==> src/logic/stashPkg.sv <==
// ----------------------------------------
// Stash widths, vector types and the
// access controller state encoding
// ----------------------------------------

package stashPkg;

	// ----------------------------------------
	// Tree geometry
	// ----------------------------------------

	// Leaf label bits, tree has LeafWidth+1 levels
	localparam int LeafWidth = 3;

	// Enough bits to name levels 0 to LeafWidth
	localparam int LevelWidth = $clog2(LeafWidth + 1);

	// ----------------------------------------
	// Block fields
	// ----------------------------------------

	// One data word per block
	localparam int DataWidth = 32;

	// Physical address, zero marks a dummy block
	localparam int PAddrWidth = 16;

	typedef logic [DataWidth-1:0] dataT;
	typedef logic [PAddrWidth-1:0] pAddrT;
	typedef logic [LeafWidth-1:0] leafT;

	// Level 0 is the root bucket
	typedef logic [LevelWidth-1:0] levelT;

	// ----------------------------------------
	// Access sequencing
	// ----------------------------------------

	typedef enum logic [1:0] {
		// Waiting for a start pulse
		stIdle,
		// Taking in the blocks of the path
		stPathRead,
		// Computing per-entry levels
		stScan,
		// Emitting the path, leaf bucket first
		stWriteback
	} stashStateT;

endpackage

==> src/logic/stashScanBus.sv <==
`timescale 1ns/1ps
// ----------------------------------------
// Entry storage to scan table link
// ----------------------------------------

interface stashScanBus #(
	parameter int StashCapacity = 16
);

	localparam int IndexWidth = $clog2(StashCapacity);

	// Entry being scanned, named by the table
	logic [IndexWidth-1:0] scanIndex;
	stashPkg::leafT scanEntryLeaf;
	logic scanEntryValid;

	// Live valid bits of every entry
	logic [StashCapacity-1:0] entryValid;

	// Writeback choice for the current slot
	logic [IndexWidth-1:0] pickIndex;
	logic pickFound;

	// Storage side
	modport core (
		input scanIndex,
		input pickIndex,
		input pickFound,
		output scanEntryLeaf,
		output scanEntryValid,
		output entryValid
	);

	// Level table side
	modport scanTable (
		output scanIndex,
		output pickIndex,
		output pickFound,
		input scanEntryLeaf,
		input scanEntryValid,
		input entryValid
	);

endinterface

==> src/logic/stashControl.sv <==
`timescale 1ns/1ps
// ----------------------------------------
// Access FSM with path-read, scan and
// writeback slot counters
// ----------------------------------------

module stashControl #(
	parameter int StashCapacity = 16,
	parameter int BucketSize = 2
) (
	input logic Clock,
	input logic reset,
	input logic startAccess,
	input stashPkg::leafT accessLeaf,
	input logic writeValid,
	input logic readReady,
	output logic writeReady,
	output logic readValid,
	output logic scanStep,
	output logic takeSlot,
	output stashPkg::levelT levelNow,
	output stashPkg::leafT accessLeafHeld,
	output stashPkg::stashStateT state
);

	localparam int PathBlocks = BucketSize * (stashPkg::LeafWidth + 1);
	localparam int PathCountWidth = $clog2(PathBlocks + 1);
	localparam int ScanCountWidth = $clog2(StashCapacity + 1);

	logic [PathCountWidth-1:0] pathCount;
	logic [PathCountWidth-1:0] slotCount;
	logic [ScanCountWidth-1:0] scanCount;
	logic writeAccept;
	logic pathDone;
	logic scanDone;
	logic slotsDone;

	// Handshake qualifiers
	assign writeReady = (state == stashPkg::stPathRead);
	assign readValid = (state == stashPkg::stWriteback);
	assign writeAccept = writeReady && writeValid;
	assign takeSlot = readValid && readReady;

	// One settle cycle after the last entry
	assign scanStep = (state == stashPkg::stScan)
		&& (scanCount != ScanCountWidth'(StashCapacity));

	assign pathDone = writeAccept && (pathCount == PathCountWidth'(PathBlocks - 1));
	assign scanDone = (scanCount == ScanCountWidth'(StashCapacity));
	assign slotsDone = takeSlot && (slotCount == PathCountWidth'(PathBlocks - 1));

	// Leaf bucket first, root last
	assign levelNow = stashPkg::levelT'(stashPkg::LeafWidth - int'(slotCount) / BucketSize);

	// ----------------------------------------
	// State and counters
	// ----------------------------------------

	always_ff @(posedge Clock) begin
		if (reset) begin
			state <= stashPkg::stIdle;
			pathCount <= '0;
			scanCount <= '0;
			slotCount <= '0;
		end else begin
			case (state)
				stashPkg::stIdle: begin
					if (startAccess) begin
						state <= stashPkg::stPathRead;
					end
				end
				stashPkg::stPathRead: begin
					if (pathDone) begin
						state <= stashPkg::stScan;
						pathCount <= '0;
					end else if (writeAccept) begin
						pathCount <= pathCount + 1'b1;
					end
				end
				stashPkg::stScan: begin
					if (scanDone) begin
						state <= stashPkg::stWriteback;
						scanCount <= '0;
					end else begin
						scanCount <= scanCount + 1'b1;
					end
				end
				stashPkg::stWriteback: begin
					// Slot waits while readReady is low
					if (slotsDone) begin
						state <= stashPkg::stIdle;
						slotCount <= '0;
					end else if (takeSlot) begin
						slotCount <= slotCount + 1'b1;
					end
				end
				default: state <= stashPkg::stIdle;
			endcase
		end
	end

	// Path leaf held for the whole access
	always_ff @(posedge Clock) begin
		if ((state == stashPkg::stIdle) && startAccess) begin
			accessLeafHeld <= accessLeaf;
		end
	end

endmodule

==> src/logic/stashCore.sv <==
`timescale 1ns/1ps
// ----------------------------------------
// Stash entry storage, occupancy count
// and overflow / almost-full status
// ----------------------------------------

module stashCore #(
	parameter int StashCapacity = 16,
	parameter int BucketSize = 2
) (
	input logic Clock,
	input logic reset,
	input stashPkg::dataT writeData,
	input stashPkg::pAddrT writePAddr,
	input stashPkg::leafT writeLeaf,
	input logic writeValid,
	input stashPkg::stashStateT state,
	input logic pickIndexTake,
	output stashPkg::dataT readData,
	output stashPkg::pAddrT readPAddr,
	output stashPkg::leafT readLeaf,
	output logic almostFull,
	output logic overflow,
	stashScanBus.core scanBus
);

	localparam int IndexWidth = $clog2(StashCapacity);
	localparam int CountWidth = $clog2(StashCapacity + 1);
	// Blocks on one root-to-leaf path
	localparam int PathBlocks = BucketSize * (stashPkg::LeafWidth + 1);
	// Room for one more full path must remain
	localparam int AlmostFullLevel =
		(StashCapacity > PathBlocks) ? StashCapacity - PathBlocks : 0;

	// Entry payload
	stashPkg::dataT dataMem [StashCapacity];
	stashPkg::pAddrT addrMem [StashCapacity];
	stashPkg::leafT leafMem [StashCapacity];

	logic [StashCapacity-1:0] validBits;
	logic [CountWidth-1:0] occupancy;
	logic [IndexWidth-1:0] freeIndex;
	logic freeFound;
	logic writeAccept;
	logic writeReal;
	logic storeEntry;
	logic removeEntry;

	// ----------------------------------------
	// Write side
	// ----------------------------------------

	// Same condition as writeReady in the controller
	assign writeAccept = writeValid && (state == stashPkg::stPathRead);
	// Dummies are counted but never kept
	assign writeReal = writeAccept && (writePAddr != '0);
	assign storeEntry = writeReal && freeFound;
	// Dummy slots remove nothing
	assign removeEntry = pickIndexTake && scanBus.pickFound;

	// Lowest free entry
	always_comb begin
		freeFound = 1'b0;
		freeIndex = '0;
		for (int i = StashCapacity - 1; i >= 0; i--) begin
			if (!validBits[i]) begin
				freeFound = 1'b1;
				freeIndex = IndexWidth'(i);
			end
		end
	end

	always_ff @(posedge Clock) begin
		if (storeEntry) begin
			dataMem[freeIndex] <= writeData;
			addrMem[freeIndex] <= writePAddr;
			leafMem[freeIndex] <= writeLeaf;
		end
	end

	// Valid bits, occupancy and sticky overflow
	always_ff @(posedge Clock) begin
		if (reset) begin
			validBits <= '0;
			occupancy <= '0;
			overflow <= 1'b0;
		end else begin
			// Store and remove live in different states
			if (storeEntry) begin
				validBits[freeIndex] <= 1'b1;
				occupancy <= occupancy + 1'b1;
			end else if (removeEntry) begin
				validBits[scanBus.pickIndex] <= 1'b0;
				occupancy <= occupancy - 1'b1;
			end
			// Real block lost to a full stash
			if (writeReal && !freeFound) begin
				overflow <= 1'b1;
			end
		end
	end

	assign almostFull = (occupancy >= CountWidth'(AlmostFullLevel));

	// ----------------------------------------
	// Scan and read side
	// ----------------------------------------

	assign scanBus.scanEntryLeaf = leafMem[scanBus.scanIndex];
	assign scanBus.scanEntryValid = validBits[scanBus.scanIndex];
	assign scanBus.entryValid = validBits;

	// Zeros form the dummy block
	assign readData = scanBus.pickFound ? dataMem[scanBus.pickIndex] : '0;
	assign readPAddr = scanBus.pickFound ? addrMem[scanBus.pickIndex] : '0;
	assign readLeaf = scanBus.pickFound ? leafMem[scanBus.pickIndex] : '0;

endmodule

==> src/logic/stashScanTable.sv <==
`timescale 1ns/1ps
// ----------------------------------------
// Per-entry path level table and the
// writeback priority search
// ----------------------------------------

module stashScanTable #(
	parameter int StashCapacity = 16
) (
	input logic Clock,
	input logic reset,
	input logic scanStep,
	input stashPkg::leafT accessLeaf,
	input stashPkg::levelT levelNow,
	stashScanBus.scanTable scanBus
);

	localparam int IndexWidth = $clog2(StashCapacity);

	// Deepest shared level per entry
	stashPkg::levelT levels [StashCapacity];
	// Set only for entries that were valid at scan time
	logic [StashCapacity-1:0] levelMark;
	logic [IndexWidth-1:0] scanIndex;
	stashPkg::levelT scanLevel;

	// Matching low bits from bit 0, the root branch, upward
	function automatic stashPkg::levelT sharedLevel(
		input stashPkg::leafT entryLeaf,
		input stashPkg::leafT pathLeaf
	);
		stashPkg::levelT depth;
		logic matching;
		depth = '0;
		matching = 1'b1;
		for (int i = 0; i < stashPkg::LeafWidth; i++) begin
			if (matching && (entryLeaf[i] == pathLeaf[i])) begin
				depth = depth + 1'b1;
			end else begin
				matching = 1'b0;
			end
		end
		// At most LeafWidth by construction
		return depth;
	endfunction

	// ----------------------------------------
	// Scan walk
	// ----------------------------------------

	assign scanBus.scanIndex = scanIndex;
	assign scanLevel = sharedLevel(scanBus.scanEntryLeaf, accessLeaf);

	always_ff @(posedge Clock) begin
		if (reset) begin
			scanIndex <= '0;
		end else if (scanStep && (scanIndex != IndexWidth'(StashCapacity - 1))) begin
			scanIndex <= scanIndex + 1'b1;
		end else begin
			// Rest at entry 0 between scans
			scanIndex <= '0;
		end
	end

	always_ff @(posedge Clock) begin
		if (scanStep) begin
			levels[scanIndex] <= scanLevel;
		end
	end

	always_ff @(posedge Clock) begin
		if (reset) begin
			levelMark <= '0;
		end else begin
			// Entries taken at writeback lose their mark
			levelMark <= levelMark & scanBus.entryValid;
			// Empty entry gets an invalid mark
			if (scanStep) begin
				levelMark[scanIndex] <= scanBus.scanEntryValid;
			end
		end
	end

	// ----------------------------------------
	// Writeback pick where the lowest index wins
	// ----------------------------------------

	always_comb begin
		scanBus.pickFound = 1'b0;
		scanBus.pickIndex = '0;
		for (int i = StashCapacity - 1; i >= 0; i--) begin
			if (scanBus.entryValid[i] && levelMark[i] && (levels[i] >= levelNow)) begin
				scanBus.pickFound = 1'b1;
				scanBus.pickIndex = IndexWidth'(i);
			end
		end
	end

endmodule

==> src/logic/stashTop.sv <==
`timescale 1ns/1ps
// ----------------------------------------
// Path ORAM stash backend top level
// ----------------------------------------

module stashTop #(
	parameter int StashCapacity = 16,
	parameter int BucketSize = 2
) (
	input logic Clock,
	input logic reset,
	input logic startAccess,
	input stashPkg::leafT accessLeaf,
	input stashPkg::dataT writeData,
	input stashPkg::pAddrT writePAddr,
	input stashPkg::leafT writeLeaf,
	input logic writeValid,
	output logic writeReady,
	output stashPkg::dataT readData,
	output stashPkg::pAddrT readPAddr,
	output stashPkg::leafT readLeaf,
	output logic readValid,
	input logic readReady,
	output logic almostFull,
	output logic overflow
);

	stashPkg::stashStateT state;
	stashPkg::levelT levelNow;
	stashPkg::leafT heldLeaf;
	logic scanStep;
	logic takeSlot;

	// Storage to level table
	stashScanBus #(.StashCapacity(StashCapacity)) scanBus0 ();

	stashControl #(
		.StashCapacity(StashCapacity),
		.BucketSize(BucketSize)
	) control0 (
		.Clock(Clock),
		.reset(reset),
		.startAccess(startAccess),
		.accessLeaf(accessLeaf),
		.writeValid(writeValid),
		.readReady(readReady),
		.writeReady(writeReady),
		.readValid(readValid),
		.scanStep(scanStep),
		.takeSlot(takeSlot),
		.levelNow(levelNow),
		.accessLeafHeld(heldLeaf),
		.state(state)
	);

	stashCore #(
		.StashCapacity(StashCapacity),
		.BucketSize(BucketSize)
	) core0 (
		.Clock(Clock),
		.reset(reset),
		.writeData(writeData),
		.writePAddr(writePAddr),
		.writeLeaf(writeLeaf),
		.writeValid(writeValid),
		.state(state),
		.pickIndexTake(takeSlot),
		.readData(readData),
		.readPAddr(readPAddr),
		.readLeaf(readLeaf),
		.almostFull(almostFull),
		.overflow(overflow),
		.scanBus(scanBus0.core)
	);

	// Levels are taken against the held path leaf
	stashScanTable #(
		.StashCapacity(StashCapacity)
	) scanTable0 (
		.Clock(Clock),
		.reset(reset),
		.scanStep(scanStep),
		.accessLeaf(heldLeaf),
		.levelNow(levelNow),
		.scanBus(scanBus0.scanTable)
	);

endmodule

==> config.mk <==
export PLATFORM = sky130hd
export DESIGN_NAME = stashTop
export DESIGN_NICKNAME = d
export VERILOG_FILES = /design/src/logic/stashPkg.sv /design/src/logic/stashScanBus.sv /design/src/logic/stashControl.sv /design/src/logic/stashCore.sv /design/src/logic/stashScanTable.sv /design/src/logic/stashTop.sv
export SDC_FILE = /design/constraint.sdc
export NUM_CORES = 1
export LEC_CHECK = 0
export BUFFER_PORTS_ARGS = -buffer_cell sky130_fd_sc_hd__buf_2
export CORE_ASPECT_RATIO = 1.25
export CORE_MARGIN = 2
export CORE_UTILIZATION = 55
export CTS_BUF_LIST = sky130_fd_sc_hd__clkbuf_8
export CTS_CLUSTER_DIAMETER = 200
export DETAILED_ROUTE_END_ITERATION = 8
export HOLD_SLACK_MARGIN = 0.06
export PLACE_DENSITY_LB_ADDON = 0.3
export RECOVER_POWER = 100
export SLEW_MARGIN = 20
export SYNTH_ARGS = -nofsm -noshare
export SYNTH_HDL_FRONTEND = slang
export SYNTH_HIERARCHICAL = 1
export SYNTH_SLANG_ARGS = --single-unit
==> constraint.sdc <==
create_clock -name Clock -period 4.59 [get_ports Clock]
set_input_delay 0.459 -clock Clock [delete_from_list [all_inputs] [get_ports Clock]]
set_output_delay 0.459 -clock Clock [all_outputs]
set_load 0.02 [all_outputs]
Word level (Yosys, flattened, before mapping)
Memories as Yosys holds them, arrays and structs flattened. A register that Yosys moved wholly into a read port is not among the register bits.
Cells that the tools add are included.
- bits in registers: 60
- latch bits: 0
- RAM bits: 848
- ROM bits: 0
- bits of input ports: 59
- output and inout port bits: 55
- memories: 4
- memories (memory ; words ; bits a word ; read ports ; clocked after Yosys merged registers in ; write ports ; line ; RTL):
    core0.dataMem ; 16 ; 32 ; 1 ; 0 ; 1 ; stashCore.sv:36 ; stashPkg::dataT dataMem [StashCapacity];
    core0.addrMem ; 16 ; 16 ; 1 ; 0 ; 1 ; stashCore.sv:37 ; stashPkg::pAddrT addrMem [StashCapacity];
    core0.leafMem ; 16 ; 3 ; 2 ; 1 ; 1 ; stashCore.sv:38 ; stashPkg::leafT leafMem [StashCapacity];
    scanTable0.levels ; 16 ; 2 ; 16 ; 0 ; 1 ; stashScanTable.sv:21 ; stashPkg::levelT levels [StashCapacity];
- add/subtract/negate cells: 9
- multiply operators: 0
- div/mod/pow operators: 0
- magnitude comparators: 23
- equal/unequal tests: 15
- shifts and indexed selects: 0
- muxes and demuxes: 101
- bitwise operators: 5
- reduce and logical (&&, ||, !) cells: 58
- operators with widths (cell ; count):
    $mux W4 ; 37
    $mux W16 ; 4
    $logic_and A1 B1 Y1 ; 48
    $mux W1 ; 43
    $and A16 B16 Y16 ; 2
    $ge A2 B2 Y1 ; 16
    $mux W32 ; 1
    $bwmux W16 ; 1
    $not A16 Y16 ; 1
    $or A16 B16 Y16 ; 1
    $reduce_bool A16 Y1 ; 1
    $lt A4 B5 Y1 const B ; 3
    $mux W5 ; 3
    $add A4 B1 Y4 const B ; 3
    $demux W1 S4 ; 3
    $ge A4 B1 Y1 const B ; 3
    $mux W2 ; 6
    $add A5 B1 Y5 const B ; 2
    $eq A4 B3 Y1 const B ; 2
    $pmux W2 S4 ; 1
    $reduce_bool A2 Y1 ; 3
    $eq A5 B5 Y1 const B ; 1
    $ge A5 B4 Y1 const B ; 1
    $ne A5 B5 Y1 const B ; 1
    other kinds (17) ; 24

Longest topological paths before layout
- depth after elaboration: 27
- gate-level depth with buffers: 14
- mapped depth without buffers: 13

Modules after synthesis
Netlist, hierarchy kept.
- by module, submodules not included (module ; times used ; cells an instance ; area each (µm²)):
    stashCore ; 1 ; 1398 ; 32778.9
    stashScanTable ; 1 ; 293 ; 2892.8
    stashControl ; 1 ; 97 ; 907.1

Worst setup path after synthesis
Ideal clock, no wire load.
- path kind: input-to-reg
- start: input port writePAddr[6]
- end: memory core0/addrMem[1][0] in the netlist's numbering, enable pin
- arrival: 4431 ps
- data required time: 4065 ps
- slack: -366 ps
- stages on the path: 4
- cells stage by stage: nor4_1 > and4_1 > clkbuf_1 > nor3_1
- word-level cells in the longest chain between the ends: 5
- ends and longest elaborated chain (what ; line ; RTL):
    from (decl) ; stashTop.sv:15 ; input stashPkg::pAddrT writePAddr,
    $reduce_bool A16 Y1 ; stashCore.sv:56 ; assign writeReal = writeAccept && (writePAddr != '0);
    $logic_and A1 B1 Y1 ; stashCore.sv:56 ;
    $logic_and A1 B1 Y1 ; stashCore.sv:57 ; assign storeEntry = writeReal && freeFound;
    $mux W1 ; stashCore.sv:74 ; if (storeEntry) begin
    $mux W1 (not written as such) ; stashCore.sv:76 ; addrMem[freeIndex] <= writePAddr;
    to (decl) ; stashCore.sv:37 ;
No other way between the ends.

Final worst setup path
- start: register control0.slotCount[1]
- end: output port readPAddr[9]
- word-level cells in the longest chain between the ends: 21
- elaborated cells on any way between the ends: 67
- classes of those cells: add/sub: 1; order compare: 16; mux: 33; reduce/logical: 16; memory: 1
- ends and longest elaborated chain (what ; line ; RTL):
    from (decl) ; stashControl.sv:31 ; logic [PathCountWidth-1:0] slotCount;
    from (signal assigned) ; stashControl.sv:94 ; slotCount <= slotCount + 1'b1;
    $sub A2 B2 Y2 * ; stashControl.sv:53 ; assign levelNow = stashPkg::levelT'(stashPkg::LeafWidth - int'(slotCount) / BucketSize);
    named net levelNow[0] ; stashTop.sv:29 ; stashPkg::levelT levelNow;
    $ge A2 B2 Y1 ; stashScanTable.sv:92 ; if (scanBus.entryValid[i] && levelMark[i] && (levels[i] >= levelNow)) begin
    $logic_and A1 B1 Y1 ; stashScanTable.sv:92 ;
    $mux W4 (15 in a row) ; stashScanTable.sv:92 ;
    $mux W4 * ; stashScanTable.sv:92 ;
    named net scanBus0.pickIndex[0] ; stashScanBus.sv:21 ; logic [IndexWidth-1:0] pickIndex;
    $mem_v2 Z16 W16 * ; -- ;
    $mux W16 * ; stashCore.sv:115 ; assign readPAddr = scanBus.pickFound ? addrMem[scanBus.pickIndex] : '0;
    to (decl) ; stashTop.sv:20 ; output stashPkg::pAddrT readPAddr,
The timed path passes the listed nets; every way through them passes the cells marked *.

==> qor_table.md <==
| Quantity | Reported |
|---|---|
| Most used routing layer in global routing | met2 |
| Setup slack of the most critical reg-to-reg path | 30 ps |
| Worst r2r src | core0/scanBus.entryValid[0] |
| Antenna violations before repair | 6 |
| Most used flip-flop cell after synthesis | edfxtp_1 |
| Most used cells in the layout excluding fill and tap cells | 851 x edfxtp_1, 275 x mux4_2, 144 x clkbuf_8, 83 x nor2_1, 76 x inv_1 |
| Number of standard-cell rows in the floorplan | 105 |
| Buffering stage count on the worst path with inverters included | 6 |
| TritonCTS clock tree | done |
| GR Overflow Total | 0 |
| Max-capacitance violation count | 6 |
| Via count | 19289 |
| Fraction of synthesis flops using an asynchronous set or reset pin | 0 |
| Area after detailed placement | 39100 sq um |
| Number of routed nets with antenna violations | 0 |
| Global-route wire length before repair | 127000 um |
| Crit Path Max Fanout | 19 |
| WHS | 388 ps |
| Met3 usage in global routing | 0.0587 |
| Share of total power in sequential cells | 0.571 |
| Number of levels in the clock H-tree | 4 |
| Die H | 292 um |
| Worst path top cell family by delay | buffers and inverters |
| Routability congestion estimate from global placement | 0.884 |
| Aggregate routed wire length | 85300 um |
| Full die area | 68600 sq um |
| Final setup slack of the worst path | -516 ps |
| Final count of negative-setup-slack endpoints | 56 |
| Cell internal power dissipation | 0.0126 W |
| Sum of negative setup slack | -23470 ps |
| Max VDD drop | 288 uV |
| Hold violation count in the final report | 0 |
| Endpoint required time on the critical path | 4130 ps |
| Power density relative to cell area | 376 nW/um^2 |
| Endpoint of the most critical register-to-register path | core0/addrMem[6][7] |
| Port buffer count | 113 |
| Avg Cell Area, Syn | 20.5 sq um |
| DRC marker count from the first detailed-route iteration | 2126 |
| Part of the Yosys area used for sequential elements | 0.730 |
| Signal arrival time at the worst endpoint | 4650 ps |
| Count of filler cells inserted in the layout | 4224 |
| Worst Tran Pin Value | 2480 ps |
| Post-synth design cell area | 36600 sq um |
| Crit end category | output port |
| Most area-consuming cells after synthesis | edfxtp_1 70%, mux4_2 17%, dfxtp_1 3.1% |
| Clock Path Buffers | 3 |
| Synth top area share | 0.699 |
| Worst min-delay path class | in -> reg |
| IO Count | 114 |
| Count of flip-flops with a built-in enable after synthesis | 851 |
| Cell type with the highest aggregate area in the netlist | edfxtp_1 |
| Finished Core Util | 0.659 |
| Most common library cell in the layout ignoring fill and taps | edfxtp_1 |
| Violated checks | capacitance limit, slew limit, setup timing |
| Area added between synthesis and finish | 18.3% |
| Mean routed wirelength per cell | 27.4 um |
| Cell with the largest stage delay on the worst path | mux4_2 |
| CP max stage delay | 520 ps |
| Max-slew headroom | -0.654 |
| GRT met1 Usage | 0.338 |
| Status | finished with violations |
| Leakage power figure | 13.8 nW |
| Setup repair after global routing missed its margin | true |
| Number of cells on the worst reg-to-reg path | 6 |
| Via/cell ratio | 6.20 |
| Final min period | 5110 ps |
| Psw | 0.00366 W |
| Met2 Resource Use GR | 0.416 |
| Depth of the worst hold-timing path | 1 |
| Register bit total from synthesis | 908 |
| Dpl hpwl | 45600 um |
| Count of final max-slew check failures | 140 |
| Share of layout cells above drive strength 1 | 0.316 |
| Worst Hold Launch | writePAddr[15] |
| Synth warnings | 6 |
| Post-Place Setup Slack | 31.9 ps |
| Clk pin slew, worst setup/hold paths | 60 ps |
| Post-route DRC violation count | 0 |
| Pre-antenna DRT Iters | 7 |
| Area of all placed cells without fillers | 43300 sq um |
| Vias in the first global route | 20168 |
| Power share of the combinational group | 0.052 |
| Core region area | 65700 sq um |
| Switching share of power | 0.225 |
| Number of clock sinks seen by CTS | 908 |
| Endpoint of the worst hold path | core0/addrMem[13][15] |
| Syn_nets | 1895 |
| Number of unique standard cell types used by synthesis | 72 |
| CTS Buf Count | 138 |
| Part of the cycle the worst path needs | 1.11 |
| Pin count of the biggest net entering global routing | 52 |
| Global routing usage summed across all routing layers | 0.253 |
| Clock insertion delay at the later pin of the skew report | 790 ps |
| Category of the worst setup path launch point | flip-flop |
| Mapped Cells | 1788 |
| Worst setup skew after layout | 33.4 ps |
| Worst setup path class | reg -> out |
| Post-layout net count | 2250 |
| Root buf cell | clkbuf_8 |
| Fmax | 196 MHz |
| Initial core utilization | 0.557 |
| Die width | 235 um |
| Clock network fraction of design power | 0.377 |
| CP cell instances | clkinvlp_4 -> buf_6 -> ha_4 -> nor3b_2 -> or3_4 -> o21ai_2 -> or3b_4 -> o31ai_4 -> buf_12 -> buf_16 -> buf_16 -> mux4_2 -> mux4_2 -> and2_1 -> buf_2 |
-- per-stage QoR --
step | instances | total power [W]
floorplan | 1788 | 0.00994
global placement | 2752 | 0.0102
detailed placement | 2752 | 0.0103
CTS | 3102 | 0.0164
global route | 3110 | 0.0168
finish | 3110 | 0.0163
-- cells in the mapped netlist, drive strengths merged (16+ instances only) --
library cell    n
and2           72
a21oi          43
nand2          44
clkbuf         53
inv            39
mux4          275
dfxtp          57
nor2           87
nand2b         16
buf            30
ha             47
edfxtp        851
-- power groups by stage --
stage,combinational [W],sequential [W],clock [W]
5_1_grt,0.000915,0.00930,0.00659
6_report,0.000849,0.00929,0.00612
2_1_floorplan,0.000505,0.00944,0
3_5_place_dp,0.000829,0.00946,0
3_3_place_gp,0.000794,0.00945,0
4_1_cts,0.000881,0.00928,0.00623
-- flip-flops by register name (all words and copies together), names as in the netlist --
register and count:
control0/pathCount 4, core0/scanBus.entryValid 16, core0/dataMem 512, core0/occupancy 5, control0/slotCount 4, scanTable0/levels 32, control0/state 2, core0/leafMem 48
core0/addrMem 256, control0/scanCount 5, core0/overflow 1, control0/accessLeafHeld 3, scanTable0/levelMark 16, scanTable0/scanBus.scanIndex 4
-- worst max path at each step --
stage                                startpoint      endpoint  slack (ps)  cells after the start
after detailed placement  control0/slotCount[1]   readData[0]          30                     14
after floorplan           control0/slotCount[1]   readLeaf[2]         360                     12
final                     control0/slotCount[1]  readPAddr[9]        -520                     15
after CTS                 control0/slotCount[1]  readData[11]        -550                     16
after global placement    control0/slotCount[1]  readPAddr[8]          50                     14
after global routing      control0/slotCount[1]  readPAddr[9]        -670                     15
-- cells by family (layout without fill, tap and decap cells) --
logic type               after synthesis  after routing  share of synthesized area
adder cells (fa/ha/maj)               48             48                     0.0166
flip-flops                           908            908                      0.730
buffers and inverters                122            585                     0.0140
AO/OA/AOI/OAI                        117            117                     0.0216
XOR/XNOR                              11             11                    0.00263
AND/OR/NAND/NOR                      301            301                     0.0443
other                                  0              3                          0
multiplexers                         281            281                      0.171
-- metal layers --
layer	wire [um]	vias to the layer above
met5	27	-
met4	2000	4
met3	6920	166
met2	43000	934
met1	33300	10032
li1	-	8153
-- layout make-up --
type / instances / area, sq um / share of cell area
tap: 856 / 1070 / 0.0247
antenna: 3 / 7.51 / 0.000173
multi-input combinational: 758 / 9730 / 0.225
timing repair buffer: 298 / 3120 / 0.0720
clock buffer: 144 / 1980 / 0.0458
inverter: 39 / 154 / 0.00356
sequential: 908 / 26700 / 0.617
clock inverter: 104 / 522 / 0.0121
-- what timing repair did --
action / in CTS / in global routing
gates cloned: 15 / 4
hold buffers: 57 / 0
endpoints found under the setup margin: 51 / 51
endpoints found under the hold margin: 813 / 0
setup buffers: 30 / 8
pin swaps: 12 / 1
resized for setup: 152 / 43
(Power assumes the default switching activity.)
